File: config.mk
export PLATFORM = sky130hd
export DESIGN_NAME = dcache_control
export DESIGN_NICKNAME = d
export VERILOG_FILES = /design/src/source/dcache_pkg.sv /design/src/source/dcache_control.sv
export VERILOG_INCLUDE_DIRS = /design/src /design/src/source
export SDC_FILE = /design/constraint.sdc
export NUM_CORES = 1
export LEC_CHECK = 0
export BUFFER_PORTS_ARGS = -buffer_cell sky130_fd_sc_hd__buf_2
export CAP_MARGIN = 20
export CORE_AREA = 2 2 131 133
export DETAILED_ROUTE_END_ITERATION = 16
export DIE_AREA = 0 0 133 135
export PLACE_DENSITY = 0.37
export SLEW_MARGIN = 30
export SYNTH_ARGS = -nofsm -noshare
export SYNTH_HDL_FRONTEND = slang
export SYNTH_SLANG_ARGS = --single-unit
File: constraint.sdc
create_clock -name clk -period 1.3 [get_ports clk]
set_input_delay 0.13 -clock clk [delete_from_list [all_inputs] [get_ports clk]]
set_output_delay 0.13 -clock clk [all_outputs]
set_load 0.03 [all_outputs]
File: src/source/dcache_defines.svh
`ifndef DCACHE_DEFINES_SVH
`define DCACHE_DEFINES_SVH

// bus widths
`define DC_ADDR_BITS 64
`define DC_WORD_BITS 64
`define DC_STRB_BITS 8

// cache geometry
`define DC_WORDS_PER_LINE 16
`define DC_SETS 4
`define DC_WAYS 2

// address split, tag takes what is left above index
`define DC_BYTE_OFS_BITS 3
`define DC_OFFSET_BITS 4
`define DC_INDEX_BITS 2
`define DC_TAG_BITS (`DC_ADDR_BITS - `DC_INDEX_BITS - `DC_OFFSET_BITS - `DC_BYTE_OFS_BITS)

`endif
File: src/source/dcache_pkg.sv
`include "dcache_defines.svh"

package dcache_pkg;

    typedef logic [`DC_ADDR_BITS-1:0] addr_t;
    typedef logic [`DC_WORD_BITS-1:0] word_t;
    typedef logic [`DC_STRB_BITS-1:0] strobe_t;
    typedef logic [`DC_OFFSET_BITS-1:0] offset_t;
    typedef logic [`DC_INDEX_BITS-1:0] index_t;
    typedef logic [`DC_TAG_BITS-1:0] tag_t;
    typedef logic way_t;

    // processor side, zero strobe is a read
    typedef struct packed {
        logic valid;
        addr_t addr;
        strobe_t strobe;
        word_t data;
    } dbus_req_t;

    typedef struct packed {
        logic addr_ok;
        logic data_ok;
        word_t data;
    } dbus_resp_t;

    // memory side, always 16-beat incrementing bursts
    typedef struct packed {
        logic valid;
        logic is_write;
        addr_t addr;
        word_t data;
    } cbus_req_t;

    typedef struct packed {
        logic ready;
        logic last;
        word_t data;
    } cbus_resp_t;

    typedef struct packed {
        logic valid;
        logic dirty;
        tag_t tag;
    } meta_t;

    typedef enum logic [2:0] {
        IDLE,
        LOOKUP,
        WRITEBACK,
        REFILL,
        RESPOND
    } dc_state_t;

    function automatic tag_t get_tag(addr_t addr);
        return addr[`DC_ADDR_BITS-1 -: `DC_TAG_BITS];
    endfunction

    function automatic index_t get_index(addr_t addr);
        return addr[`DC_BYTE_OFS_BITS + `DC_OFFSET_BITS +: `DC_INDEX_BITS];
    endfunction

    function automatic offset_t get_offset(addr_t addr);
        return addr[`DC_BYTE_OFS_BITS +: `DC_OFFSET_BITS];
    endfunction

endpackage

File: src/source/dcache_control.sv
`timescale 1ns/1ps
`include "dcache_defines.svh"

module dcache_control
    import dcache_pkg::*;
(
    input  logic       clk,
    input  logic       reset,
    input  dbus_req_t  dreq,
    input  logic       hit,
    input  way_t       hit_way,
    input  meta_t      victim_meta,
    input  way_t       victim_way,
    input  logic       burst_done,
    input  word_t      rdata,
    output dc_state_t  state,
    output logic       burst_start,
    output logic       burst_write,
    output logic       meta_fill,
    output logic       meta_dirty,
    output logic       lru_touch,
    output way_t       sel_way,
    output dbus_resp_t dresp
);

    dc_state_t next_state;
    logic start_q;
    word_t merged;

    always_comb begin
        next_state = state;
        case (state)
            IDLE: begin
                if (dreq.valid) begin
                    next_state = LOOKUP;
                end
            end
            LOOKUP: begin
                if (hit) begin
                    next_state = RESPOND;
                end else if (victim_meta.valid && victim_meta.dirty) begin
                    next_state = WRITEBACK;
                end else begin
                    next_state = REFILL;
                end
            end
            WRITEBACK: begin
                if (burst_done) begin
                    next_state = REFILL;
                end
            end
            REFILL: begin
                if (burst_done) begin
                    next_state = RESPOND;
                end
            end
            RESPOND: begin
                next_state = IDLE;
            end
            default: begin
                next_state = IDLE;
            end
        endcase
    end

    always_ff @(posedge clk) begin
        if (reset) begin
            state <= IDLE;
            start_q <= 1'b0;
            sel_way <= '0;
        end else begin
            state <= next_state;
            // one start pulse in the first cycle of each burst state,
            // so creq.valid drops for a cycle between write-back and refill
            start_q <= (state == LOOKUP && !hit) || (state == WRITEBACK && burst_done);
            if (state == LOOKUP) begin
                sel_way <= hit ? hit_way : victim_way;
            end
        end
    end

    assign burst_start = start_q;
    assign burst_write = (state == WRITEBACK);
    assign meta_fill = (state == REFILL) && burst_done;
    assign meta_dirty = (state == RESPOND) && (|dreq.strobe);
    assign lru_touch = (state == RESPOND);

    // array still holds the old word in RESPOND, so return the merged one
    always_comb begin
        for (int i = 0; i < `DC_STRB_BITS; i++) begin
            merged[8*i +: 8] = dreq.strobe[i] ? dreq.data[8*i +: 8] : rdata[8*i +: 8];
        end
    end

    always_comb begin
        dresp.addr_ok = (state == RESPOND);
        dresp.data_ok = (state == RESPOND);
        dresp.data = merged;
    end

endmodule

==> flow_summary.yaml <==
run_status:
  status: "complete, no violations"
global_route:
  grt_first_pass_wirelength_um: 8328
  grt-ovfl-total: 0
  grt_max_degree: 14
  antenna_found_initial: 0
  track_usage_pct: 5.797
  grt_pass1_vias: 1655
yosys:
  synth_top_cell_by_area: "mux2_2"
  synth_top_area_share_pct: 68.00
  netlist_area_sq_um: 1060
  synth_common_cells: "mux2_2 (64), buf_2 (8), dfxtp_1 (5)"
  synth-warning-count: 0
  synth.avg_cell_area_sq_um: 9.998
  synth_cell_types: 21
  synth_seq_cells: 5
  synth_edf_count: 0
  yosysMostFrequentCell: "mux2_2"
  ys_seq_area_share_pct: 9.445
  async_flop_share_pct: 0
  synth_nets: 370
  synthCells: 106
  netlist_top_cells_area: "mux2_2 (68%), dfxtp_1 (9.4%), buf_2 (3.8%), buf_4 (2.1%), nor3b_1 (2.1%)"
  synth_ff_type: "dfxtp_1"
sta:
  finalHoldViolations: 0
  fin_crit_ns: 1.249
  post-route-period-util_pct: 96.05
  fin_ws_ns: 0.05131
  relSlewSlack_pct: 81.07
  worstMarginPinSlew_ns: 0.2813
  drv_slew: 0
  clock.fmax_ghz: 0.8008
  holdWs_ns: 0.1397
  rsz0062_at_grt: "no"
  setup_viol: 0
  finalClockSkew_ns: 0.0007080
setup_path:
  r2r_start: "state[1]$_SDFFE_PP0P_"
  startpoint: "state[0]$_SDFFE_PP0P_"
  arrival_ns: 1.12
  crit_path_end_kind: "output pin"
  start_kind: "register"
  path_class: "register to output pin"
  required_ns: 1.17
  cp_max_fo: 4
clock_network:
  clk_latency_ns: 0.23
  cts.htree.levels: 1
  clkTransAtPathRegs_ns: 0.03
  cts_buffers: 3
  cts_sinks: 5
  cts_tree: "done"
  root_buffer: "clkbuf_16"
  cts_buffer_depth: 2
  postCtsHoldBufs: 0
die:
  ios: 339
  start_util_pct: 6.459
  die_area_sq_um: 17960
  die_h_um: 135
  rows: 47
  fp.coreArea_sq_um: 16410
  fp.dieW_um: 133
pwr:
  p_leak_nw: 1.320
  powerDensity_nw_per_um2: 687.2
  ir_worst_vdd_mv: 0.3759
  p_total_mw: 1.768
route:
  drt_iter0_drc: 14
  vias: 1709
  postRouteAntennaNets: 0
  routed_wl_um: 5986
  drc: 0
  wl_per_cell_um: 10.90
  vias_per_cell: 3.113
  dr.pass1.iters: 4
finish:
  nNetsFinal: 594
  fillers: 1867
  layout-drive-gt1-share_pct: 92.71
  fin_cells: 549
  seq_area_sq_um: 108.9
  syn_to_final_growth_pct: 142.7
  n_antenna_cell: 0
  multi_input_area_sq_um: 920.9
placed_design:
  hpwl_um: 5416
  io_buffers: 219
  post-place-ws_ns: 0.1112
  placed_cells: 540
  gp_congestion: 0.7255
min_path:
  hold_path_class: "input pin to register"
  holdCritStartpoint: "reset"
job:
  cap_violations: 0
[sequential cells by signal (all words and copies together) (netlist names)]
register and cells:
state 3, burst_start 1, sel_way 1
[power breakdown]
part	total [mW]	switching, mW	internal [mW]
combinational	1.07	0.607	0.466
sequential	0.182	0.0146	0.168
clock	0.513	0.106	0.407
total	1.77	0.727	1.04
[worst max-delay path: stages, from the launching register on]
cell      delay, ns
dfxtp_4        0.35
nor3b_4        0.20
a21boi_4       0.19
buf_6          0.14
[cell usage in the layout (no fill, tap or decap), types with 2 or more instances in the layout]
master,n
mux2_2,64
a211oi_1,2
buf_4,11
dfxtp_1,2
a21oi_1,2
buf_2,218
mux2i_1,2
nand2_1,2
dfxtp_4,2
nor4_1,2
nor3_1,3
clkbuf_16,3
[layer usage]
metal / track usage [%] / wire length [um] / vias up
met2: 11.08 / 3132 / 99
met3: 1.314 / 539 / 4
li1: - / - / 843
met4: 1.075 / 26 / 0
met1: 6.605 / 2287 / 763
met5: 0 / 0 / -
[final timing paths]
kind / slack, ns / endpoint / cells after the start
worst min-delay path: 0.14 / sel_way$_SDFFE_PP0N_ / 2
worst max-delay path: 0.05 / meta_dirty / 3
worst max register to register: 0.14 / burst_start$_SDFF_PP0_ / 4
worst min register to register: 0.48 / sel_way$_SDFFE_PP0N_ / 2
[kinds of logic after synthesis]
kind of cell | share of synthesized area [%]
AOI/OAI and AO/OA | 5.548
buffers and inverters | 6.257
DFF | 9.445
muxes | 69.89
and+or+nand+nor | 8.855
[timing repair]
action	in CTS	in global routing
pin swaps	0	1
endpoints found under the setup margin	1	4
resized for setup	2	1
setup buffers	0	5
[through the flow]
stage / util [%] / TNS (ns) / instance area, sq um
detailed placement: 14.92 / 0 / 2447
finish: 15.68 / 0 / 2572
global placement: 14.92 / 0 / 2447
global route: 15.68 / 0 / 2572
floorplan: - / -0.1157 / 1097
CTS: 15.44 / 0 / 2532
[final cells by class]
type | count | area share (%)
well taps | 220 | 10.70
inverters | 1 | 0.1459
repair buffers | 230 | 46.06
clock buffers | 4 | 3.064
multi-input cells | 89 | 35.80
flip-flops and latches | 5 | 4.231
Note: power is estimated with default switching activity, not from simulation.
