--- config.mk ---
export PLATFORM = sky130hd
export DESIGN_NAME = tag_store
export DESIGN_NICKNAME = d
export VERILOG_FILES = /design/src/source/dcache_pkg.sv /design/src/source/tag_store.sv
export VERILOG_INCLUDE_DIRS = /design/src /design/src/source
export SDC_FILE = /design/constraint.sdc
export NUM_CORES = 1
export LEC_CHECK = 0
export BUFFER_PORTS_ARGS = -buffer_cell sky130_fd_sc_hd__buf_2
export CORE_MARGIN = 3
export CORE_UTILIZATION = 35
export DETAILED_ROUTE_END_ITERATION = 8
export PLACE_DENSITY = 0.5
export SLEW_MARGIN = 10
export SYNTH_ARGS = -nofsm -noshare
export SYNTH_HDL_FRONTEND = slang
export SYNTH_SLANG_ARGS = --single-unit
--- constraint.sdc ---
create_clock -name clk -period 6.07 [get_ports clk]
set_input_delay 0.9105 -clock clk [delete_from_list [all_inputs] [get_ports clk]]
set_output_delay 0.9105 -clock clk [all_outputs]
set_load 0.005 [all_outputs]
--- src/source/dcache_defines.svh ---
`ifndef DCACHE_DEFINES_SVH
`define DCACHE_DEFINES_SVH

// bus widths
`define DC_ADDR_BITS 64
`define DC_WORD_BITS 64
`define DC_STRB_BITS 8

// cache geometry
`define DC_WORDS_PER_LINE 16
`define DC_SETS 4
`define DC_WAYS 2

// address split, tag takes what is left above index
`define DC_BYTE_OFS_BITS 3
`define DC_OFFSET_BITS 4
`define DC_INDEX_BITS 2
`define DC_TAG_BITS (`DC_ADDR_BITS - `DC_INDEX_BITS - `DC_OFFSET_BITS - `DC_BYTE_OFS_BITS)

`endif
--- src/source/dcache_pkg.sv ---
`include "dcache_defines.svh"

package dcache_pkg;

    typedef logic [`DC_ADDR_BITS-1:0] addr_t;
    typedef logic [`DC_WORD_BITS-1:0] word_t;
    typedef logic [`DC_STRB_BITS-1:0] strobe_t;
    typedef logic [`DC_OFFSET_BITS-1:0] offset_t;
    typedef logic [`DC_INDEX_BITS-1:0] index_t;
    typedef logic [`DC_TAG_BITS-1:0] tag_t;
    typedef logic way_t;

    // processor side, zero strobe is a read
    typedef struct packed {
        logic valid;
        addr_t addr;
        strobe_t strobe;
        word_t data;
    } dbus_req_t;

    typedef struct packed {
        logic addr_ok;
        logic data_ok;
        word_t data;
    } dbus_resp_t;

    // memory side, always 16-beat incrementing bursts
    typedef struct packed {
        logic valid;
        logic is_write;
        addr_t addr;
        word_t data;
    } cbus_req_t;

    typedef struct packed {
        logic ready;
        logic last;
        word_t data;
    } cbus_resp_t;

    typedef struct packed {
        logic valid;
        logic dirty;
        tag_t tag;
    } meta_t;

    typedef enum logic [2:0] {
        IDLE,
        LOOKUP,
        WRITEBACK,
        REFILL,
        RESPOND
    } dc_state_t;

    function automatic tag_t get_tag(addr_t addr);
        return addr[`DC_ADDR_BITS-1 -: `DC_TAG_BITS];
    endfunction

    function automatic index_t get_index(addr_t addr);
        return addr[`DC_BYTE_OFS_BITS + `DC_OFFSET_BITS +: `DC_INDEX_BITS];
    endfunction

    function automatic offset_t get_offset(addr_t addr);
        return addr[`DC_BYTE_OFS_BITS +: `DC_OFFSET_BITS];
    endfunction

endpackage

--- src/source/tag_store.sv ---
`timescale 1ns/1ps
`include "dcache_defines.svh"

module tag_store
    import dcache_pkg::*;
(
    input  logic  clk,
    input  logic  reset,
    input  addr_t addr,
    input  way_t  sel_way,
    input  logic  meta_fill,
    input  logic  meta_dirty,
    output logic  hit,
    output way_t  hit_way,
    input  way_t  victim_way,
    output meta_t victim_meta
);

    meta_t meta [`DC_SETS][`DC_WAYS];
    index_t idx;
    tag_t tag;
    logic [`DC_WAYS-1:0] match;

    assign idx = get_index(addr);
    assign tag = get_tag(addr);

    // both ways compared at once
    always_comb begin
        for (int w = 0; w < `DC_WAYS; w++) begin
            match[w] = meta[idx][w].valid && (meta[idx][w].tag == tag);
        end
    end

    assign hit = |match;
    assign hit_way = way_t'(match[1]);
    assign victim_meta = meta[idx][victim_way];

    always_ff @(posedge clk) begin
        if (reset) begin
            for (int s = 0; s < `DC_SETS; s++) begin
                for (int w = 0; w < `DC_WAYS; w++) begin
                    meta[s][w].valid <= 1'b0;
                    meta[s][w].dirty <= 1'b0;
                end
            end
        end else if (meta_fill) begin
            // freshly refilled line is clean
            meta[idx][sel_way].valid <= 1'b1;
            meta[idx][sel_way].dirty <= 1'b0;
            meta[idx][sel_way].tag <= tag;
        end else if (meta_dirty) begin
            meta[idx][sel_way].dirty <= 1'b1;
        end
    end

endmodule

==> out/results.tsv <==
stage	metric	value	unit
layout	drive_above_1_share	32.76	%
worst_setup_path	crit_slowest_cell	or4b_1	
routing	avgViaCountPerCell	5.248	
power_and_ir_drop	cellLeakagePower	7.796	nW
place	numPortBuffers	121	
layout	layout.cells.non_filler	2028	
worst_setup_path	critPathMaxStageDelay	480	ps
worst_setup_path	end_kind	output pin	
worst_setup_path	crit_start	addr[7]	
timing	setup_viol	0	
routing	antenna_left	0	
timing	rsz0062_at_grt	false	
worst_setup_path	critPathRequiredTime	5160	ps
routing	drc	0	
clocking	cts_max_path_buffers	3	
floorplanning	num_rows	87	
power_and_ir_drop	swShare	21.95	%
synthesis	yosysWarnings	0	
clocking	clk_pin_slew_worst_paths	60	ps
global_route	grt_pass1_wl	77200	um
timing	min_period	5068	ps
floorplanning	die_x	246.2	um
layout	fin_util	41.30	%
global_route	grt_antenna_before_repair	3	
synthesis	async_reset_ff_share	0	%
timing	final_max_slew_viol_count	0	
power_and_ir_drop	intPower	0.005599	W
routing	drtPass1Iterations	5	
synthesis	synth_nets	1153	
floorplanning	core-area	0.05671	mm2
timing	relSlewSlack	26.86	%
timing	skew	0	ps
hold_path	hold_depth	1	
place	placed_cell_area	0.02177	mm2
synthesis	syn_inst	1083	
clocking	insertion_delay	580	ps
power_and_ir_drop	clkPwrFrac	42.2	%
worst_setup_path	worstPathArrival	4160	ps
global_route	grt_max_degree	61	
clocking	cts_resized	0	
floorplanning	fp.dieH	246.2	um
hold_path	worstHoldStart	meta[1][56]$_DFF_P_	
clocking	numClockSinks	456	
clocking	post_cts_buffers	0	
clocking	cts_tree	done	
worst_setup_path	criticalPathCategory	input pin to output pin	
power_and_ir_drop	pwr-share-comb	8.4	%
timing	whs	452.3	ps
layout	regMostFlops	meta	
synthesis	synth_seq_area_share	67.43	%
synthesis	synth_area_per_cell	18.64	um2
routing	vias	10643	
hold_path	worstHoldPathType	flop to flop	
floorplanning	ios	129	
clocking	postCtsHoldBufs	0	
global_route	overflow	0	
timing	fin_crit_sh	83.50	%
clocking	cts_max_level	2	
layout	largest_reg_flops	456	
layout	n_fill_cell	5086	
hold_path	whs_endpoint	meta[1][56]$_DFF_P_	
layout	final_area	0.02343	mm2
worst_setup_path	cp_common_cell	buf_12	
global_route	grtUsageTotal	17.46	%
place	routabilityCongestion	0.8119	
worst_setup_path	r2r_start	meta[2][113]$_DFF_P_	
power_and_ir_drop	ir_drop	0.2028	mV
synthesis	ys_ff_latch	456	
timing	max_freq	197.3	MHz
place	place_inst	1937	
place	hpwl	32460	um
layout	finalNetCount	1303	
run	drv_cap	0	
routing	first_iter_violations	758	
layout	syn_to_final_growth	16.03	%
worst_setup_path	worstReg2RegEnd	meta[2][113]$_DFF_P_	
floorplanning	dieArea	0.06060	mm2
worst_setup_path	startpoint_type	input pin	
power_and_ir_drop	power.switching	0.001574	W
routing	wirelength	52120	um
timing	hold_viol_final	0	
power_and_ir_drop	power.density	306.2	mW/mm2
routing	routedWlPerCell	25.70	um
synthesis	ys.flop_type	edfxtp_1	
global_route	grt_pass1_vias	11116	
worst_setup_path	reg2reg_slack	5510	ps
worst_setup_path	critPathMaxFanout	50	
synthesis	netlist_area	0.02019	mm2
floorplanning	initial_core_util	35.60	%
synthesis	synthDistinctLibCells	53	
timing	worstMarginPinSlew	1097	ps
synthesis	synth_edf_count	448	
clocking	cts-buffers-inserted	50	
worst_setup_path	reg2reg_depth	1	
clocking	cts-root-buf	clkbuf_16	
status	outcome	finished, final reports clean	
worst_setup_path	cp_cell_sequence	buf_8 -> buf_12 -> buf_12 -> mux2_2 -> a221oi_1 -> o2111ai_1 -> or4b_1 -> a211oi_1 -> a41o_1 -> buf_2	
layout	largestRegisters	meta (456)	
power_and_ir_drop	power.share.sequential	49.4	%
[cell usage after synthesis, drive strengths merged (3+ instances only)]
cell type | number | area (um2)
mux4 | 122 | 2759
inv | 22 | 82.58
nor3 | 5 | 25.02
edfxtp | 448 | 13450
a22oi | 6 | 45.04
nor2b | 3 | 18.77
xnor2 | 63 | 551.8
o211ai | 9 | 67.56
nand2 | 46 | 172.7
buf | 38 | 329.1
nand4 | 16 | 106.4
xor2 | 18 | 157.7
o21ai | 38 | 190.2
a21oi | 5 | 25.02
o2111ai | 3 | 26.28
mux2 | 64 | 720.7
dfxtp | 8 | 160.2
a221oi | 3 | 26.28
nand3 | 5 | 25.02
or3 | 8 | 50.05
a2bb2oi | 3 | 26.28
mux2i | 62 | 620.6
clkbuf | 17 | 63.81
o22ai | 10 | 62.56
nand2b | 5 | 31.28
nor2 | 22 | 82.58
a21o | 8 | 60.06
nor4 | 9 | 77.57
[layout make-up]
class / count / area (um2) / share of cell area, %
Sequential cell: 456 / 13610 / 58.11
Tap cell: 756 / 945.9 / 4.038
Clock buffer: 69 / 1479 / 6.313
Antenna cell: 2 / 5.005 / 0.02137
Timing Repair Buffer: 153 / 977.2 / 4.172
Inverter: 22 / 82.58 / 0.3525
Multi-Input combinational cell: 550 / 6156 / 26.28
Clock inverter: 20 / 166.4 / 0.7104
[worst max-delay path: cells and delay by family]
kind / cells / cell delay (ps)
buffers and inverters: 4 / 1150
and+or+nand+nor: 1 / 480
AOI/OAI and AO/OA: 4 / 1120
muxes: 1 / 380
[power groups by stage]
stage | clock [W] | combinational [W] | sequential, W
final | 0.00303 | 0.000602 | 0.00354
after global placement | 0 | 0.000614 | 0.00361
after detailed placement | 0 | 0.000614 | 0.00361
after global routing | 0.00324 | 0.000655 | 0.00355
after floorplan | 0 | 0.000363 | 0.00361
after CTS | 0.00311 | 0.000617 | 0.00354
[through the flow]
stage	setup TNS (ps)	setup WS (ps)	power, W
2_1_floorplan	-25490	-358.8	0.003972
3_3_place_gp	0	973.3	0.004222
3_5_place_dp	0	974.3	0.004225
4_1_cts	0	966.9	0.007269
5_1_grt	0	790.4	0.007443
6_report	0	1002	0.007173
[worst max-delay path by stage]
stage	endpoint	slack, ps	cells after the start
after global routing	hit	790	10
after floorplan	meta[0][112]$_DFFE_PP_	-360	8
after detailed placement	hit	970	10
after global placement	hit	970	10
final	hit	1000	10
after CTS	hit	970	10
[per-layer routing]
metal  part of all wire, %  up-vias  routed length, um  track usage, %
met1                    45     5549              23640           24.97
met4                   1.5        0                802           3.334
li1                      -     4745                  -               -
met2                    47      289              24690           27.90
met5                     0        -                  0               0
met3                   5.7       60               2989           3.494
[logic make-up after synthesis]
group / share of synthesized area (%)
compound gates: 3.427
xor+xnor: 3.514
buf+inv: 2.355
flops: 67.43
mux: 20.31
simple gates: 2.968
[cell usage in the layout (no fill, tap or decap), drive strengths merged, types with 3 or more instances in the layout]
cell type and instances:
edfxtp 448, buf 153, mux4 122, clkbuf 69, mux2 64, xnor2 63
mux2i 62, nand2 46, o21ai 38, inv 24, nor2 22, xor2 18
nand4 16, clkinv 15, o22ai 10, o211ai 9, nor4 9, or3 8
a21o 8, dfxtp 8, a22oi 6, nand2b 5, nand3 5, a21oi 5
nor3 5, nor2b 3, a221oi 3, a2bb2oi 3, o2111ai 3, bufinv 3
Power figures use the tool's default switching activity.
