===== config.mk =====
export PLATFORM = sky130hd
export DESIGN_NAME = lru_table
export DESIGN_NICKNAME = d
export VERILOG_FILES = /design/src/source/dcache_pkg.sv /design/src/source/lru_table.sv
export VERILOG_INCLUDE_DIRS = /design/src /design/src/source
export SDC_FILE = /design/constraint.sdc
export NUM_CORES = 1
export LEC_CHECK = 0
export ABC_AREA = 1
export BUFFER_PORTS_ARGS = -buffer_cell sky130_fd_sc_hd__buf_4
export CORE_AREA = 2 2 39 41
export CTS_BUF_LIST = sky130_fd_sc_hd__clkbuf_8
export DETAILED_ROUTE_END_ITERATION = 6
export DIE_AREA = 0 0 41 43
export PLACE_DENSITY = 0.39
export SETUP_SLACK_MARGIN = 0.15
export SLEW_MARGIN = 10
export SYNTH_ARGS = -nofsm -noshare
export SYNTH_HDL_FRONTEND = slang
export SYNTH_SLANG_ARGS = --single-unit
export TNS_END_PERCENT = 1

===== constraint.sdc =====
create_clock -name clk -period 0.8 [get_ports clk]
set_input_delay 0.08 -clock clk [delete_from_list [all_inputs] [get_ports clk]]
set_output_delay 0.08 -clock clk [all_outputs]
set_load 0.02 [all_outputs]

===== src/source/dcache_defines.svh =====
`ifndef DCACHE_DEFINES_SVH
`define DCACHE_DEFINES_SVH

// bus widths
`define DC_ADDR_BITS 64
`define DC_WORD_BITS 64
`define DC_STRB_BITS 8

// cache geometry
`define DC_WORDS_PER_LINE 16
`define DC_SETS 4
`define DC_WAYS 2

// address split, tag takes what is left above index
`define DC_BYTE_OFS_BITS 3
`define DC_OFFSET_BITS 4
`define DC_INDEX_BITS 2
`define DC_TAG_BITS (`DC_ADDR_BITS - `DC_INDEX_BITS - `DC_OFFSET_BITS - `DC_BYTE_OFS_BITS)

`endif

===== src/source/dcache_pkg.sv =====
`include "dcache_defines.svh"

package dcache_pkg;

    typedef logic [`DC_ADDR_BITS-1:0] addr_t;
    typedef logic [`DC_WORD_BITS-1:0] word_t;
    typedef logic [`DC_STRB_BITS-1:0] strobe_t;
    typedef logic [`DC_OFFSET_BITS-1:0] offset_t;
    typedef logic [`DC_INDEX_BITS-1:0] index_t;
    typedef logic [`DC_TAG_BITS-1:0] tag_t;
    typedef logic way_t;

    // processor side, zero strobe is a read
    typedef struct packed {
        logic valid;
        addr_t addr;
        strobe_t strobe;
        word_t data;
    } dbus_req_t;

    typedef struct packed {
        logic addr_ok;
        logic data_ok;
        word_t data;
    } dbus_resp_t;

    // memory side, always 16-beat incrementing bursts
    typedef struct packed {
        logic valid;
        logic is_write;
        addr_t addr;
        word_t data;
    } cbus_req_t;

    typedef struct packed {
        logic ready;
        logic last;
        word_t data;
    } cbus_resp_t;

    typedef struct packed {
        logic valid;
        logic dirty;
        tag_t tag;
    } meta_t;

    typedef enum logic [2:0] {
        IDLE,
        LOOKUP,
        WRITEBACK,
        REFILL,
        RESPOND
    } dc_state_t;

    function automatic tag_t get_tag(addr_t addr);
        return addr[`DC_ADDR_BITS-1 -: `DC_TAG_BITS];
    endfunction

    function automatic index_t get_index(addr_t addr);
        return addr[`DC_BYTE_OFS_BITS + `DC_OFFSET_BITS +: `DC_INDEX_BITS];
    endfunction

    function automatic offset_t get_offset(addr_t addr);
        return addr[`DC_BYTE_OFS_BITS +: `DC_OFFSET_BITS];
    endfunction

endpackage


===== src/source/lru_table.sv =====
`timescale 1ns/1ps
`include "dcache_defines.svh"

module lru_table
    import dcache_pkg::*;
(
    input  logic   clk,
    input  logic   reset,
    input  index_t index,
    input  logic   touch,
    input  way_t   used_way,
    output way_t   victim_way
);

    // way used last in each set
    logic [`DC_SETS-1:0] last_used;

    always_ff @(posedge clk) begin
        if (reset) begin
            // way 0 is the first victim everywhere
            last_used <= '1;
        end else if (touch) begin
            last_used[index] <= used_way;
        end
    end

    assign victim_way = ~last_used[index];

endmodule


==> results of run 1 <==
## worst reg2reg max path, cell delays in order (launching register included)
cell and delay, ns:
sky130_fd_sc_hd__dfxtp_2 0.31, sky130_fd_sc_hd__nand2_1 0.06, sky130_fd_sc_hd__nand3_1 0.06
## per-layer routing
metal,track usage,share of wire,vias up
li1,-,-,136
met1,0.105,0.43,109
met2,0.0750,0.44,8
met3,0.0157,0.077,3
met4,0.120,0.048,0
met5,0,0,-
## layout make-up
class,instances,area [µm²],share of cell area
Inverter,7,26.3,0.0732
Timing Repair Buffer,6,48.8,0.136
Tap cell,16,20.0,0.0557
Multi-Input combinational cell,26,138,0.383
Sequential cell,4,85.1,0.237
Clock buffer,3,41.3,0.115
## how the worst max path moves through the flow
stage            endpoint  slack, ns  cells past startpoint
5_1_grt        victim_way      -0.21                      6
3_3_place_gp   victim_way       0.02                      6
6_report       victim_way      -0.17                      6
2_1_floorplan  victim_way       0.14                      5
3_5_place_dp   victim_way       0.02                      6
4_1_cts        victim_way      -0.18                      6
## metrics by stage
step           hold WS, ns  power [mW]  utilization  worst slack [ns]  cell area [µm²]
2_1_floorplan        0.223       0.271            -             0.144              234
3_3_place_gp         0.352       0.309        0.209            0.0183              289
3_5_place_dp         0.347       0.307        0.209            0.0175              289
4_1_cts              0.118       0.755        0.245            -0.182              339
5_1_grt              0.145       0.790        0.259            -0.213              359
6_report             0.116       0.749        0.259            -0.166              359
## synth_stat cells
master and n:
sky130_fd_sc_hd__nand2_1 14, sky130_fd_sc_hd__nand3_1 8, sky130_fd_sc_hd__inv_1 6, sky130_fd_sc_hd__dfxtp_1 4, sky130_fd_sc_hd__nand4_1 3, sky130_fd_sc_hd__buf_2 2, sky130_fd_sc_hd__inv_2 1, sky130_fd_sc_hd__nor2_1 1
## power by group
| part | switching, mW | internal (mW) | leakage (nW) |
|---|---|---|---|
| logic | 0.0570 | 0.0431 | 0.139 |
| clock network | 0.108 | 0.321 | 0.0216 |
| registers | 0.00637 | 0.214 | 0.0313 |
## cell families (layout without fill, tap and decap cells)
logic type / count (synthesis) / in the layout / share of synthesized area
simple gates: 26 / 26 / 0.497
buf+inv: 9 / 16 / 0.157
flops: 4 / 4 / 0.346
## timing repair
item / in CTS / in global routing
resized for setup: 5 / 12
setup endpoints to repair: 1 / 1
pin swaps: 0 / 3
==> results.txt, run 1 <==
- CTS clk-pin slew, worst paths: ~0.030 ns
- The worst-case IR drop observed on VDD is 0.457 mV.
* Area of the mapped netlist: 231 µm²
- The number of antenna diodes in the final layout is 0.
- In this design, the stage delay of the slowest critical-path cell is between 0.3 and 0.4 ns.
- Biggest area contributors in the synthesized netlist: sky130_fd_sc_hd__dfxtp_1, sky130_fd_sc_hd__nand2_1, sky130_fd_sc_hd__nand3_1
- Clock tree from TritonCTS: built
- After detailed placement, the design holds a cell count of slightly below 60.
- Global routing usage summed across all routing layers: 0.0782
- Largest register by flop count: last_used
- Power density over the cells: between 2000 and 2500 nW/µm²
- Setup violations remaining at the end of the flow were counted as 1.
- Synthesis inferred 4 register bits.
- STA classifies the critical path endpoint as an output pin.
- Based on the critical path, the design can be clocked at up to between 1000 and 1500 MHz.
- In this design, the largest share of critical-path delay is due to flip-flops.
- Time the worst path needs with I/O delays and setup: 0.966 ns
- The worst register-to-register path ends at last_used[1].
* Non-filler instance count after layout: 62
- The synthesized design spends more area on one cell type than any other, namely sky130_fd_sc_hd__dfxtp_1.
- I/O pin count: 7
* Post-route clock skew: 0 ns
- DR DRC count: 0
- The final max-slew violation count is 0.
- The share of synthesized area in the top cell type comes to 0.346.
- Global-route wire length before repair: between 800 and 900 µm
- In the final layout, the registers with the most flip-flops are last_used: 4 flops.
- Chip width: about 41 µm
- The root buffer cell chosen for the clock tree is sky130_fd_sc_hd__clkbuf_8.
- In this run the remaining antenna-violating nets after routing total 0.
* Slowest cell on crit path: sky130_fd_sc_hd__dfxtp_2
* Placeable core area: approximately 1400 µm²
- Crit Reg-Reg Startpoint: last_used[1]
* Clk sinks: 4
- Initial core utilization: 0.167
* Number of flip-flops in the largest register: 4
- Path type of the worst min-delay path: primary input to flip-flop
- Violations in the final reports: setup timing
* Die boundary height: 43 µm
* Reg2reg path depth: 2
- The number of nets in the synthesized netlist is 45.
- Avg WL per Cell: between 8 and 9 µm
- By startpoint and endpoint, the worst setup path is classified as flip-flop to output pin.
- Setup bufs post-CTS: 0
- R2R Setup Slk: roughly 0.25 ns
- Max Cap Viol: 0
* Synth warnings: 0
- For the pin with the worst max-slew slack, the measured transition is ~0.13 ns.
- Total of hold buffers inserted after clock tree synthesis: 0
- The initial antenna violation count was 0.
* Leading cell types in the layout, fill and taps excluded: sky130_fd_sc_hd__nand2_2, sky130_fd_sc_hd__nand3_1, sky130_fd_sc_hd__inv_2, sky130_fd_sc_hd__nand2_1, sky130_fd_sc_hd__buf_4
- Worst path cell trace: inv_2, nand2_2, nand2_2, nand2_2, nand2_2, buf_6
- Compared with the post-synthesis result, the final layout area differs by 55.1%.
- In this run the worst setup path begins at last_used[2].
* Fraction of layout instances using a drive strength above 1: 0.587
* Total number of vias: around 260
- Kind of start point of the critical path: flip-flop
- Final hold violations: 0
- Initial DRC count: 2
- Setup repair after global routing could not meet its margin everywhere.
* Endpoint of the worst hold-timing path: last_used[0]
* Worst slew margin relative to its limit: 0.911
* Clock insertion delay at the later pin of the skew report: ~0.22 ns
- The share of the Yosys chip area taken by registers is 0.346.
* Cts bufs inserted: 3
* Total number of H-tree levels: 1
- Entering global routing, the biggest net connects 9 pins.
* Arrival time reported for the critical path endpoint: around 0.9 ns
* Die Outline Area: 1760 µm²
- The worst hold path begins at reset.
* Final WS setup: -0.166 ns
* Endpoint required time on the critical path: 0.72 ns
* # rows: 14
- Number of inserted filler cells in the final layout: 157
- Leaving out fill and tap cells, the most frequent cell in the layout is sky130_fd_sc_hd__nand2_2.
- Number of iterations in the first detailed-routing pass: 4
* GPL Wtd Cong: approximately 0.6
- Combined buffer and inverter count along the critical path: 2
* Routed Wire Length: between 500 and 600 µm
- Unique cell type count in the Yosys netlist: 8
- The clock passes through at most 2 buffers.
* Outcome: complete, but fails checks
- Average cell area after synthesis: between 5 and 6 µm²
- Most common cell type on the critical path: sky130_fd_sc_hd__nand2_2
- In the synthesized netlist, the number of instances is 39.
- Share of the cycle needed by the critical path after routing: 1.21
* Number of I/O port buffers: 6
- In the final design database the tool counted between 50 and 60 nets.
- Final sum of negative setup slack: -0.166 ns
- Cell count of the worst hold path: 3
- Crit-path max FO: 2
- Using the TritonRoute via totals, the vias-per-cell ratio works out to 4.13.
* Global-route congestion overflow total: 0
- The number of global-route vias before repair was 188.
- Leakage dissipation: 0.191 nW
Note: power is estimated with default switching activity, not from simulation.
==> run 2: changes to the inputs <==
ABC_AREA = unset   (was 1)
PLACE_DENSITY = 0.35   (was 0.39)
clock period = 1.2 ns   (was 0.8 ns; I/O delays follow)
==> results.txt, run 2 <==
* RSZ-0062 raised after global routing: yes
- Setup slack on the worst reg-to-reg path comes out at around 0.6 ns.
- Clk root buf: sky130_fd_sc_hd__clkbuf_8
- The number of global-route vias before repair was roughly 170.
* Clock network fraction of total power: 0.600
* Path type of the worst min-delay path: primary input to flip-flop
* Leakage dissipation: between 0.1 and 0.15 nW
- GPL Wtd Cong: around 0.68
* Global routing usage summed across all routing layers: 0.0645
* CTS clk-pin slew, worst paths: ~0.030 ns
- Chip width: roughly 41 µm
* Clock tree from TritonCTS: built
- The most common cell in the synthesized netlist is sky130_fd_sc_hd__nor2_1.
- Number of I/O port buffers: 6
- Die Outline Area: 1760 µm²
- The number of clock buffers added by TritonCTS is 3.
- The worst register-to-register path ends at last_used[2].
* Clk sinks: 4
- Number of iterations in the first detailed-routing pass: 4
- For the pin with the worst max-slew slack, the measured transition is 0.249 ns.
* Sequential area share after synthesis: 0.416
* Critical Path End Type: output pin
- The largest total area in the synthesized netlist belongs to sky130_fd_sc_hd__dfxtp_1.
- Leading cell types in the layout, fill and taps excluded: sky130_fd_sc_hd__nor2_1, sky130_fd_sc_hd__buf_4, sky130_fd_sc_hd__mux2i_1
- Cell count after synthesis: 19
- The critical path is of the flip-flop to output pin type.
* Max Cap Viol: 0
* Avg WL per Cell: between 8 and 9 µm
- Detailed routing inserted a total of 170 vias.
- Capture point of the critical path: victim_way
* Proportion of register bits with asynchronous set or reset after synthesis: 0
* Initial core utilization: 0.139
* Number of setup violations in the final report: 1
* Pre-CTS setup slack: between 0.1 and 0.15 ns
- Violations in the final reports: setup timing
* Critical Path Start: last_used[3]
- Cell count of the worst hold path: 3
- Number of pins with negative max-slew slack in the final report: 0
- Synthesis inferred 4 register bits.
* Area of the mapped netlist: between 150 and 200 µm²
* Number of antenna violations at the first check in global routing: 0
* Placeable core area: about 1400 µm²
- Fmax: approximately 780 MHz
- Initial DRC count: 2
- At the later pin of the worst-skew pair, clock insertion delay measures about 0.21 ns.
* Worst slew margin relative to its limit: 0.833
- The number of placed instances, taps included, is between 40 and 50.
- Global-route congestion overflow total: 0
- In the final layout, the registers with the most flip-flops are last_used: 4 flops.
- Number of nets with antenna violations after routing: 0
- Proportion of power drawn by flip-flops and latches: 0.307
- Post-synth EDFFs: 0
- Number of antenna cells inserted: 0
- The worst setup path is launched from a flip-flop.
* Clock Tree Buf Depth: 2
- Dividing the detail-routed via count by the number of cells gives 3.86.
- Row generation in the floorplan step produced 14 rows.
* Min-Delay Startpoint: reset
- I/O pin count: 7
- In the synthesized netlist the dominant register cell turns out to be sky130_fd_sc_hd__dfxtp_1.
- Combinational group share of total power: 0.093
- Half-perimeter wire length after detailed placement: around 300 µm
- Worst voltage drop across the vdd grid: roughly 0.45 mV
- Counting distinct cell types in the post-synthesis netlist gives 8.
- Average cell area after synthesis: roughly 10 µm²
- Min Hold Slack: 0.200 ns
- Post-Syn Nets: 25
* Global-route wire length before repair: between 600 and 700 µm
- Area growth, synth to finish: 57.8%
- Outcome: complete, but fails checks
- By area the synthesized netlist is led by sky130_fd_sc_hd__dfxtp_1, sky130_fd_sc_hd__mux2i_1, sky130_fd_sc_hd__mux4_2.
- Largest register by flop count: last_used
* Share of the synthesized area in the top cell type: 0.416
- Across all setup checks in the final design, the least slack found is -0.0780 ns.
- CTS built an H-tree with a depth of 1.
- The register with the most flip-flops in the layout has 4 of them.
* Fraction of layout instances using a drive strength above 1: 0.429
- Subtracting the final worst setup slack from the clock period gives roughly 1.3 ns.
- Cell-internal power: around 0.38 mW
* Synth warnings: 0
* Instance area at placement: 258 µm²
- Psw: roughly 0.084 mW
- Clock skew on the completed layout was measured at 0 ns.
- Data on the critical path is required at its endpoint by 1.08 ns.
- The floorplan step set the die height to ~43 µm.
- Largest net degree at the start of global routing: 6
- Non-filler instance count after layout: 44
- STA puts the critical path data arrival time at 1.16 ns.
- In this run the worst path has a maximum fanout of 2.
* Fraction of power spent switching nets: 0.183
- DR DRC count: 0
- Reg2reg path depth: 2
- Crit Reg-Reg Startpoint: last_used[2]
- Routed Wire Length: roughly 400 µm
- Final hold violations: 0
- Counting instances in the post-synthesis netlist gives the leading cell types as sky130_fd_sc_hd__nor2_1, sky130_fd_sc_hd__dfxtp_1, sky130_fd_sc_hd__mux2i_1.
- Layout Nets: 36
* Power density over the cells: roughly 1500 nW/µm²
- Of the available clock period, the critical path in the final layout requires 1.07.
- The finished cells cover 304 µm².
run 2: changes by cell type after synthesis:
cell	delta
sky130_fd_sc_hd__nor3b_1	+1
sky130_fd_sc_hd__nor2_1	+4
sky130_fd_sc_hd__inv_1	-5
sky130_fd_sc_hd__nand2_1	-14
sky130_fd_sc_hd__nand4_1	-3
sky130_fd_sc_hd__mux4_2	+1
sky130_fd_sc_hd__mux2i_1	+4
sky130_fd_sc_hd__inv_2	-1
sky130_fd_sc_hd__buf_2	-2
sky130_fd_sc_hd__nand3_1	-7
sky130_fd_sc_hd__nand3b_1	+2
run 2: layer usage:
layer / GRT usage / vias to the layer above / share of wire
met5: 0 / - / 0
met4: 0.0800 / 0 / 0
met3: 0.0366 / 0 / 0.15
met2: 0.0563 / 11 / 0.37
met1: 0.0877 / 73 / 0.48
li1: - / 86 / -
run 2: stage by stage:
stage,TNS [ns],total power [mW],util
CTS,-0.0829,0.473,0.219
floorplan,0,0.161,-
finish,-0.0780,0.462,0.220
global placement,0,0.185,0.186
global route,-0.113,0.490,0.220
detailed placement,0,0.185,0.186
run 2: timing repair:
action                     in CTS  in global routing
buffers inserted                0                  0
gates resized for setup         2                  1
gates cloned                    0                  0
hold buffers                    0                  0
pin swaps                       0                  0
setup endpoints to repair       1                  1
run 2: logic make-up after synthesis:
kind of cell,count (synthesis),share of synthesized area
and+or+nand+nor,9,0.240
muxes,5,0.325
DFF,4,0.416
buffers and inverters,1,0.0195
run 2: worst max-delay path, stage by stage (launching register included):
cell and delay [ns]:
sky130_fd_sc_hd__dfxtp_2 0.31, sky130_fd_sc_hd__mux4_2 0.47, sky130_fd_sc_hd__inv_2 0.06, sky130_fd_sc_hd__buf_6 0.10
run 2: worst min path at each step:
stage                    to  slack, ns
2_1_floorplan  last_used[0]       0.28
5_1_grt        last_used[0]       0.23
3_3_place_gp   last_used[0]       0.42
6_report       last_used[0]       0.20
4_1_cts        last_used[0]       0.20
3_5_place_dp   last_used[0]       0.43
run 2: cell type report:
class,instances,area [µm²]
Fill cell,157,1080
Multi-Input combinational cell,14,109
Sequential cell,4,81.3
Timing Repair Buffer,6,48.8
Clock buffer,3,41.3
Tap cell,16,20.0
Inverter,1,3.75
run 2: power by group through the flow:
stage                     Combinational, mW  Clock (mW)  Sequential [mW]
final                                0.0431       0.277            0.141
after global routing                 0.0479       0.300            0.142
after CTS                            0.0435       0.288            0.141
after detailed placement             0.0417           0            0.143
after global placement               0.0421           0            0.143
after floorplan                      0.0185           0            0.142
