File: src/source/dcache_defines.svh
`ifndef DCACHE_DEFINES_SVH
`define DCACHE_DEFINES_SVH

// bus widths
`define DC_ADDR_BITS 64
`define DC_WORD_BITS 64
`define DC_STRB_BITS 8

// cache geometry
`define DC_WORDS_PER_LINE 16
`define DC_SETS 4
`define DC_WAYS 2

// address split, tag takes what is left above index
`define DC_BYTE_OFS_BITS 3
`define DC_OFFSET_BITS 4
`define DC_INDEX_BITS 2
`define DC_TAG_BITS (`DC_ADDR_BITS - `DC_INDEX_BITS - `DC_OFFSET_BITS - `DC_BYTE_OFS_BITS)

`endif
File: src/source/dcache_pkg.sv
`include "dcache_defines.svh"

package dcache_pkg;

    typedef logic [`DC_ADDR_BITS-1:0] addr_t;
    typedef logic [`DC_WORD_BITS-1:0] word_t;
    typedef logic [`DC_STRB_BITS-1:0] strobe_t;
    typedef logic [`DC_OFFSET_BITS-1:0] offset_t;
    typedef logic [`DC_INDEX_BITS-1:0] index_t;
    typedef logic [`DC_TAG_BITS-1:0] tag_t;
    typedef logic way_t;

    // processor side, zero strobe is a read
    typedef struct packed {
        logic valid;
        addr_t addr;
        strobe_t strobe;
        word_t data;
    } dbus_req_t;

    typedef struct packed {
        logic addr_ok;
        logic data_ok;
        word_t data;
    } dbus_resp_t;

    // memory side, always 16-beat incrementing bursts
    typedef struct packed {
        logic valid;
        logic is_write;
        addr_t addr;
        word_t data;
    } cbus_req_t;

    typedef struct packed {
        logic ready;
        logic last;
        word_t data;
    } cbus_resp_t;

    typedef struct packed {
        logic valid;
        logic dirty;
        tag_t tag;
    } meta_t;

    typedef enum logic [2:0] {
        IDLE,
        LOOKUP,
        WRITEBACK,
        REFILL,
        RESPOND
    } dc_state_t;

    function automatic tag_t get_tag(addr_t addr);
        return addr[`DC_ADDR_BITS-1 -: `DC_TAG_BITS];
    endfunction

    function automatic index_t get_index(addr_t addr);
        return addr[`DC_BYTE_OFS_BITS + `DC_OFFSET_BITS +: `DC_INDEX_BITS];
    endfunction

    function automatic offset_t get_offset(addr_t addr);
        return addr[`DC_BYTE_OFS_BITS +: `DC_OFFSET_BITS];
    endfunction

endpackage

File: src/source/burst_engine.sv
`timescale 1ns/1ps
`include "dcache_defines.svh"

module burst_engine
    import dcache_pkg::*;
(
    input  logic       clk,
    input  logic       reset,
    input  logic       start,
    input  logic       write,
    input  tag_t       line_tag,
    input  index_t     index,
    input  cbus_resp_t cresp,
    input  word_t      wdata,
    output cbus_req_t  creq,
    output offset_t    beat,
    output logic       fill_en,
    output logic       done
);

    logic busy;
    logic dir_q;
    offset_t beat_q;

    always_ff @(posedge clk) begin
        if (reset) begin
            busy <= 1'b0;
            dir_q <= 1'b0;
            beat_q <= '0;
        end else if (start) begin
            busy <= 1'b1;
            dir_q <= write;
            beat_q <= '0;
        end else if (busy && cresp.ready) begin
            if (cresp.last) begin
                busy <= 1'b0;
                beat_q <= '0;
            end else begin
                beat_q <= beat_q + 1'b1;
            end
        end
    end

    always_comb begin
        creq.valid = busy;
        creq.is_write = dir_q;
        // line base, word and byte bits zero
        creq.addr = {line_tag, index, {(`DC_OFFSET_BITS + `DC_BYTE_OFS_BITS){1'b0}}};
        creq.data = wdata;
    end

    assign beat = beat_q;
    assign fill_en = busy && !dir_q && cresp.ready;
    assign done = busy && cresp.ready && cresp.last;

endmodule

File: config.mk
export PLATFORM = sky130hd
export DESIGN_NAME = burst_engine
export DESIGN_NICKNAME = d
export VERILOG_FILES = /design/src/source/dcache_pkg.sv /design/src/source/burst_engine.sv
export VERILOG_INCLUDE_DIRS = /design/src /design/src/source
export SDC_FILE = /design/constraint.sdc
export NUM_CORES = 1
export LEC_CHECK = 0
export ABC_CLOCK_PERIOD_IN_PS = 1100
export BUFFER_PORTS_ARGS = -buffer_cell sky130_fd_sc_hd__buf_2
export CAP_MARGIN = 20
export CORE_AREA = 10 10 118 120
export CTS_BUF_LIST = sky130_fd_sc_hd__clkbuf_16
export DETAILED_ROUTE_END_ITERATION = 8
export DIE_AREA = 0 0 128 130
export GPL_ROUTABILITY_DRIVEN = 0
export GPL_TIMING_DRIVEN = 0
export SLEW_MARGIN = 5
export SYNTH_ARGS = -nofsm -noshare
export SYNTH_HDL_FRONTEND = slang
export SYNTH_SLANG_ARGS = --single-unit
File: constraint.sdc
create_clock -name clk -period 1.1 [get_ports clk]
set_input_delay 0.11 -clock clk [delete_from_list [all_inputs] [get_ports clk]]
set_output_delay 0.11 -clock clk [all_outputs]
set_load 0.05 [all_outputs]
==> run summary, run 1 <==
The flow ran to the end, and the final reports show no timing, DRC or antenna violations. The number of flip-flops and latches in the synthesized netlist is 6. The setup-violating endpoint count in the final report came out at 0. The placeable core region is 11710 um2. Counting I/O delays and the setup requirement, the final critical path takes 1063 ps.

After synthesis, the share of flip-flops with an asynchronous set or reset is 0. The total power consumption of the routed design is 2.382 mW. The layout overhead on the synthesized area is 80.67%. For this run, the post-layout net count is 496.

After synthesis, the netlist uses 15 different library cells. Counting instances, the worst hold path has a depth of 2. The combined area of all synthesized cells came out at 1236 um2. During placement, the flow inserted port buffers numbering 134. The half-perimeter wire length after detailed placement came out at 5628 um. Post-CTS timing repair inserted 0 buffers for setup. In the routed layout, each cell is associated on average with a via count of 2.893. Dividing total power by cell area gives a power density of 1066 nW/um2. sky130_fd_sc_hd__buf_4 is the most common cell in the netlist.

The number of endpoints with negative hold slack in the final report came to 0. The die footprint came out at 16640 um2. The global routing usage summed across all routing layers is 0.05769. The clock network latency to the later pin of the worst-skew pair came out at 230 ps. The detailed-router iteration count before antenna repair came out at 2.

The number of rows in the core area came out at 40. The number of instances in the synthesized netlist came out at 159. Clock tree synthesis selected as its root buffer the cell sky130_fd_sc_hd__clkbuf_16. In the routed design, unresolved DRC markers number 0. The worst hold slack after final layout is 85.33 ps. For this block, the routed nets add up to 5788 um of wire. The achievable clock frequency is 940.4 MHz. The largest net degree at the start of global routing is 7. The cell area after placement is 2120 um2.

The nature of the critical path startpoint is a flip-flop. The level count of the clock H-tree is 1. The number of global-route vias before repair is 1484. After clock tree synthesis, the clock-pin slew on the worst setup and hold paths is 40 ps. The maximum root-to-sink buffer count came out at 2.

The number of buffers created by CTS came out at 3. The number of antenna violations at the first check in global routing is 0. The count of pins over their slew limit is 0. In this run, post-CTS hold repair placed 0 buffers.

The worst setup path is captured at a primary output. The overall overflow remaining after global route is 0. The maximum vdd drop came out at 0.7753 mV. The die span in y came out at 130 um. The number of vias in the routed layout came out at 1299. The share of the cycle needed by the critical path after routing is 0.9667. TritonCTS built the clock tree.

The global-route wire length before repair came out at 7590 um. For this configuration, the core starts out at a cell density of 0.1056. Along the worst path, the maximum fanout reaches 3.

For the worst flop-to-flop path, the logic depth is 3. Of the synthesized area, sequential elements account for 0.09717. Ranked by total cell area, the synthesized netlist is headed by sky130_fd_sc_hd__buf_4, sky130_fd_sc_hd__dfxtp_1, sky130_fd_sc_hd__nor2_1.

The required time of the critical path came out at 990 ps. The clock skew is 4.259 ps. The count of nets left with antenna violations after detail routing came out at 0.

The critical path arrival is 950 ps. The die is 128 um wide. In this run the worst hold path is classified as in2reg. The number of primary I/O pins came out at 327. The classification of the worst setup path is reg2out.

The synthesized design spends more area on one cell type than any other, namely sky130_fd_sc_hd__buf_4. The commonest cells after synthesis are sky130_fd_sc_hd__buf_4, sky130_fd_sc_hd__dfxtp_1, sky130_fd_sc_hd__nor2_1. 0 antenna diodes ended up in the layout.

With fillers left out, the area of the finished cells amounts to 2233 um2. Setup repair after global routing could not meet its margin everywhere. The count of warnings emitted by yosys is 0. The max-capacitance violation count is 0. The DRC marker count from the first detailed-route iteration is 5. The number of enable-type register cells in the synthesized netlist is 0. Summed over all cells, the static leakage comes to 1.338 nW. The detailed-route wire length per cell came out at 12.89 um. The mean cell area of the mapped netlist came out at 7.775 um2. The layout cell share with drive strength beyond 1 came out at 0.9172. The most used flip-flop cell after synthesis is sky130_fd_sc_hd__dfxtp_1. The share of Yosys cell area claimed by the top area cell type is 0.7895.

The CTS sink count is 6.
[area by class of cell]
cell class,instances,area (um2)
Fill cell,1323,9478
Buffer,130,975.9
Timing Repair Buffer,134,689.4
Tap cell,147,183.9
Multi-Input combinational cell,29,181.4
Sequential cell,6,127.6
Clock buffer,3,75.07
[power by group]
group | switching (mW) | internal [mW]
logic | 1.09 | 0.474
registers | 0.00975 | 0.225
clock network | 0.119 | 0.466
total | 1.22 | 1.17
[cells in the final DEF (no fill, tap or decap)]
master	netlist	final
sky130_fd_sc_hd__conb_1	1	7
sky130_fd_sc_hd__a21oi_2	0	1
sky130_fd_sc_hd__nor2_4	0	1
sky130_fd_sc_hd__buf_6	0	1
sky130_fd_sc_hd__or3_4	1	1
sky130_fd_sc_hd__buf_4	130	131
sky130_fd_sc_hd__nor2_1	5	3
sky130_fd_sc_hd__o21ai_0	1	1
sky130_fd_sc_hd__or3_1	1	1
sky130_fd_sc_hd__buf_8	0	1
sky130_fd_sc_hd__a21oi_1	3	2
sky130_fd_sc_hd__clkbuf_16	0	3
sky130_fd_sc_hd__buf_2	0	131
sky130_fd_sc_hd__dfxtp_1	6	2
sky130_fd_sc_hd__ha_1	1	1
sky130_fd_sc_hd__mux2i_1	1	1
sky130_fd_sc_hd__nand2_4	0	1
sky130_fd_sc_hd__nand2_1	2	2
sky130_fd_sc_hd__nand3_1	3	3
sky130_fd_sc_hd__nor2_2	0	1
sky130_fd_sc_hd__and3_4	1	1
sky130_fd_sc_hd__dfxtp_4	0	1
sky130_fd_sc_hd__xor2_1	2	2
sky130_fd_sc_hd__dfxtp_2	0	3
[metrics by stage]
stage / setup WS, ps / TNS, ps / util / std cells
2_1_floorplan: -12.69 / -12.69 / - / 165
3_3_place_gp: -18.20 / -18.20 / 0.1810 / 446
3_5_place_dp: -9.868 / -9.868 / 0.1810 / 446
4_1_cts: -2.770 / -2.770 / 0.1900 / 449
5_1_grt: -8.463 / -9.847 / 0.1907 / 449
6_report: 36.60 / 0 / 0.1907 / 449
[path summary, 6_finish.rpt]
check             slack (ps)            startpoint                    to
setup / recovery          40    dir_q$_SDFFE_PP0P_             creq[128]
hold / removal            90                 reset     busy$_SDFFE_PP0P_
setup reg to reg          40     busy$_SDFFE_PP0P_  beat[1]$_SDFFE_PP0P_
hold reg to reg          480  beat[1]$_SDFFE_PP0P_  beat[1]$_SDFFE_PP0P_
[layer usage]
metal	routed length, um	vias to the layer above	global-route usage
met1	1525	499	0.04081
met3	1420	2	0.06288
met4	31	0	0.01192
met2	2811	160	0.1016
li1	-	638	-
met5	0	-	0
[worst max-delay path: stages, from the launching register on]
cell and delay (ps):
sky130_fd_sc_hd__dfxtp_1 400, sky130_fd_sc_hd__buf_4 140, sky130_fd_sc_hd__buf_4 180
[state kept, by name, indices dropped and copies added, names as in the netlist]
register  flops
beat          4
busy          1
dir_q         1
[logic make-up (layout without fill, tap and decap cells)]
| family | count (synthesis) | count (layout) | synth area share |
|---|---|---|---|
| other | 1 | 7 | 0.003034 |
| DFF | 6 | 6 | 0.09717 |
| adders and majority gates | 1 | 1 | 0.01012 |
| buffers and inverters | 130 | 267 | 0.7895 |
| muxes | 1 | 1 | 0.008097 |
| AOI/OAI and AO/OA | 4 | 4 | 0.01619 |
| and+or+nand+nor | 14 | 14 | 0.06175 |
| xor gates and xnor gates | 2 | 2 | 0.01417 |
[what timing repair did]
action                     in CTS  in global routing
setup endpoints to repair       5                  5
gates cloned                    0                  0
resized for setup               9                  3
No activity file was read; power rests on OpenSTA's default activity.
==> run 2, diff against run 1 <==
--- a/constraint.sdc
+++ b/constraint.sdc
@@ -3,2 +3,2 @@
 set_output_delay 0.11 -clock clk [all_outputs]
-set_load 0.05 [all_outputs]
+set_load 0.01 [all_outputs]
==> run 2 against run 1 <==
Against the previous run:
- critical path depth grew 1
- sequential share of layout area shrank 0.086 points
- clock skew shrank 3.1 ps
- cell count is the same
- via count grew 1.8%
- wire length shrank 1.1%
- critical endpoint is now beat[3]$_SDFFE_PP0P_
- largest cell class unchanged
- largest power group unchanged
- highest routed layer unchanged
==> run summary, run 2 (synthesis gave the netlist of run 1 again) <==
The count of nets left with antenna violations after detail routing came out at 0 (unchanged). The share of the cycle needed by the critical path after routing came out at 0.9579 (-0.008796). The max-capacitance violation count came to 0 (unchanged). The half-perimeter wire length after detailed placement came out at 5621 um (-0.13%). The number of global-route vias before repair was 1465 (-1.3%).

The number of buffers created by CTS was 3 (unchanged). The cell leakage power is 1.333 nW (-0.35%). The detailed-route wire length per cell came out at 12.76 um (-1.1%). The min-delay analysis places its worst path in the category in2reg. The CTS tree is yes. The layout cell share with drive strength beyond 1 came out at 0.9007 (-0.01656). The worst register-to-register path begins at busy$_SDFFE_PP0P_. The global-route wire length before repair came to 7610 um (+0.26%).

The worst hold slack after final layout came to 75.46 ps (-9.871 ps). The post-CTS setup repair buffer count came out at 0 (unchanged). The total DRC errors in the routed layout came out at 0 (unchanged). The count of pins over their slew limit is 0 (unchanged). The number of rows in the core area came to 40 (unchanged).

The required time of the critical path was 1260 ps (+270 ps). The worst hold path begins at reset. The starting utilization of the core area is 0.1056 (unchanged). The power per unit of standard cell area is 715.3 nW/um2 (-33%).

The nature of the critical path startpoint is a flip-flop. The detailed-router iteration count before antenna repair is 4 (+2). The slack of the critical path came out at 46.28 ps (+9.676 ps). The overall routed net length is 5727 um (-1.1%).

The global routing usage summed across all routing layers came out at 0.05685 (-0.0008350). The placeable core region is 11710 um2 (unchanged). The largest fanout of any net on the critical path is 6 (+3). The achievable clock frequency is 949.0 MHz (+0.92%). The logic depth of the worst register-to-register path is 3 (unchanged).

The proportion of power drawn by combinational gates came to 0.486 (-0.170). The minimum period implied by the final worst setup slack came out at 1054 ps (-9.676 ps). The die footprint was 16640 um2 (unchanged). The net total in the final layout came out at 496 (unchanged). The level count of the clock H-tree came out at 1 (unchanged). The fill cell instance count of the final layout was 1302 (-1.6%).

Setup repair after global routing left no endpoint under its margin. The run finished with clean final reports. The clock skew is 1.116 ps (-3.142 ps). The antenna diode count came out at 0 (unchanged). The clock network latency to the later pin of the worst-skew pair was 220 ps (about the same). The clock group share of total power came to 0.366 (+0.120). The number of I/O port buffers came out at 134 (unchanged). The area growth from synthesis to layout is 78.04%. Leaving out fill and tap cells, the most frequent cells in the layout are sky130_fd_sc_hd__buf_2, sky130_fd_sc_hd__buf_4, sky130_fd_sc_hd__conb_1. The maximum vdd drop is 0.5504 mV (-29%). The destination of the worst register-to-register timing path is beat[3]$_SDFFE_PP0P_. The internal portion of total power came out at 1.154 mW (-0.99%). The number of buffers inserted for hold repair after clock tree synthesis is 0 (unchanged).

The number of vias in the routed layout came out at 1323 (+1.8%). By startpoint and endpoint, the worst setup path is classified as reg2reg. The CTS sink count is 6 (unchanged). The clock slew seen by the registers of the worst setup and hold paths came out at 30 ps (about the same). The post-place setup slack came to -42.44 ps (-32.57 ps).

The number of antenna violations at the first check in global routing is 0 (unchanged). The root buffer cell chosen for the clock tree is sky130_fd_sc_hd__clkbuf_16. The largest net degree at the start of global routing came out at 7 (unchanged). The die span in y came to 130 um (unchanged). The detail-routed via count per cell is 2.947 (+1.8%).

The maximum root-to-sink buffer count is 2 (unchanged). The library cell used most frequently in the layout, excluding fill and tap cells, is sky130_fd_sc_hd__buf_2. The path with the worst hold slack has its endpoint at busy$_SDFFE_PP0P_. The setup-violating endpoint count in the final report is 0 (unchanged).

The cell area after layout came out at 2201 um2 (-1.5%). The overall overflow remaining after global route came out at 0 (unchanged). The slack of the worst reg-to-reg path came out at 50 ps (about the same).

The flip-flop count of the largest register, all copies and words added came out at 4 (unchanged). The cell area after placement is 2113 um2 (-0.29%). The portion of total power attributed to sequential cells came to 0.148 (+0.050). The worst setup path is captured at a flip-flop.

The total negative setup slack was 0 ps (unchanged). The number of endpoints with negative hold slack in the final report came to 0 (unchanged). The number of primary I/O pins was 327 (unchanged). The total power consumption of the routed design came out at 1.574 mW (-34%). The number of instances on the worst hold path is 2 (unchanged). The die outline width came out at 128 um (unchanged). The net load switching power is 0.4206 mW (-65%). The critical path arrival was 1210 ps (+260 ps).

The switching power as a share of total power is 0.2672 (-0.2436). The DRC marker count from the first detailed-route iteration came to 33 (+28).
## run 2: cell counts in the layout (fill, tap and decap cells not counted)
No cell type changed its count.
## run 2: power groups by stage
stage	combinational [mW]	sequential, mW	clock [mW]
finish	0.765	0.233	0.576
global route	0.836	0.234	0.601
CTS	0.780	0.232	0.590
detailed placement	0.779	0.236	0
global placement	0.773	0.236	0
floorplan	0.511	0.234	0
## run 2: what timing repair did
action                     CTS  global route
resized for setup            2             2
pin swaps                    0             0
setup endpoints to repair    3             2
## run 2: metal layers
metal | track usage | up-vias | share of wire
li1 | - | 638 | -
met3 | 0.06045 | 2 | 0.24
met4 | 0.01391 | 0 | 0.0070
met5 | 0 | - | 0
met2 | 0.09561 | 157 | 0.48
met1 | 0.04391 | 526 | 0.28
## run 2: cell type report
class	count	area (um2)	share of cell area
timing repair buffer	134	670.6	0.3047
multi-input combinational	29	171.4	0.07789
tap	147	183.9	0.08357
buffer	130	975.9	0.4434
clock buffer	3	75.07	0.03411
sequential	6	123.9	0.05628
## run 2: stage by stage
step / utilization / std cells
detailed placement: 0.1804 / 446
floorplan: - / 165
global placement: 0.1804 / 446
finish: 0.1879 / 449
global route: 0.1879 / 449
CTS: 0.1872 / 449
## run 2: worst max-delay path by stage
stage	depth (start not counted)	slack, ps	from	endpoint
final	3	50	busy$_SDFFE_PP0P_	beat[3]$_SDFFE_PP0P_
after global routing	3	10	beat[0]$_SDFFE_PP0P_	beat[3]$_SDFFE_PP0P_
after CTS	3	20	busy$_SDFFE_PP0P_	fill_en
after detailed placement	3	-40	busy$_SDFFE_PP0P_	beat[3]$_SDFFE_PP0P_
after global placement	3	-50	busy$_SDFFE_PP0P_	beat[3]$_SDFFE_PP0P_
after floorplan	3	90	busy$_SDFFE_PP0P_	beat[3]$_SDFFE_PP0P_
## run 2: worst max-delay path, cell delays in order (launching register included)
cell	delay (ps)
sky130_fd_sc_hd__dfxtp_4	360
sky130_fd_sc_hd__and3_4	150
sky130_fd_sc_hd__or3_4	360
sky130_fd_sc_hd__a21oi_1	120
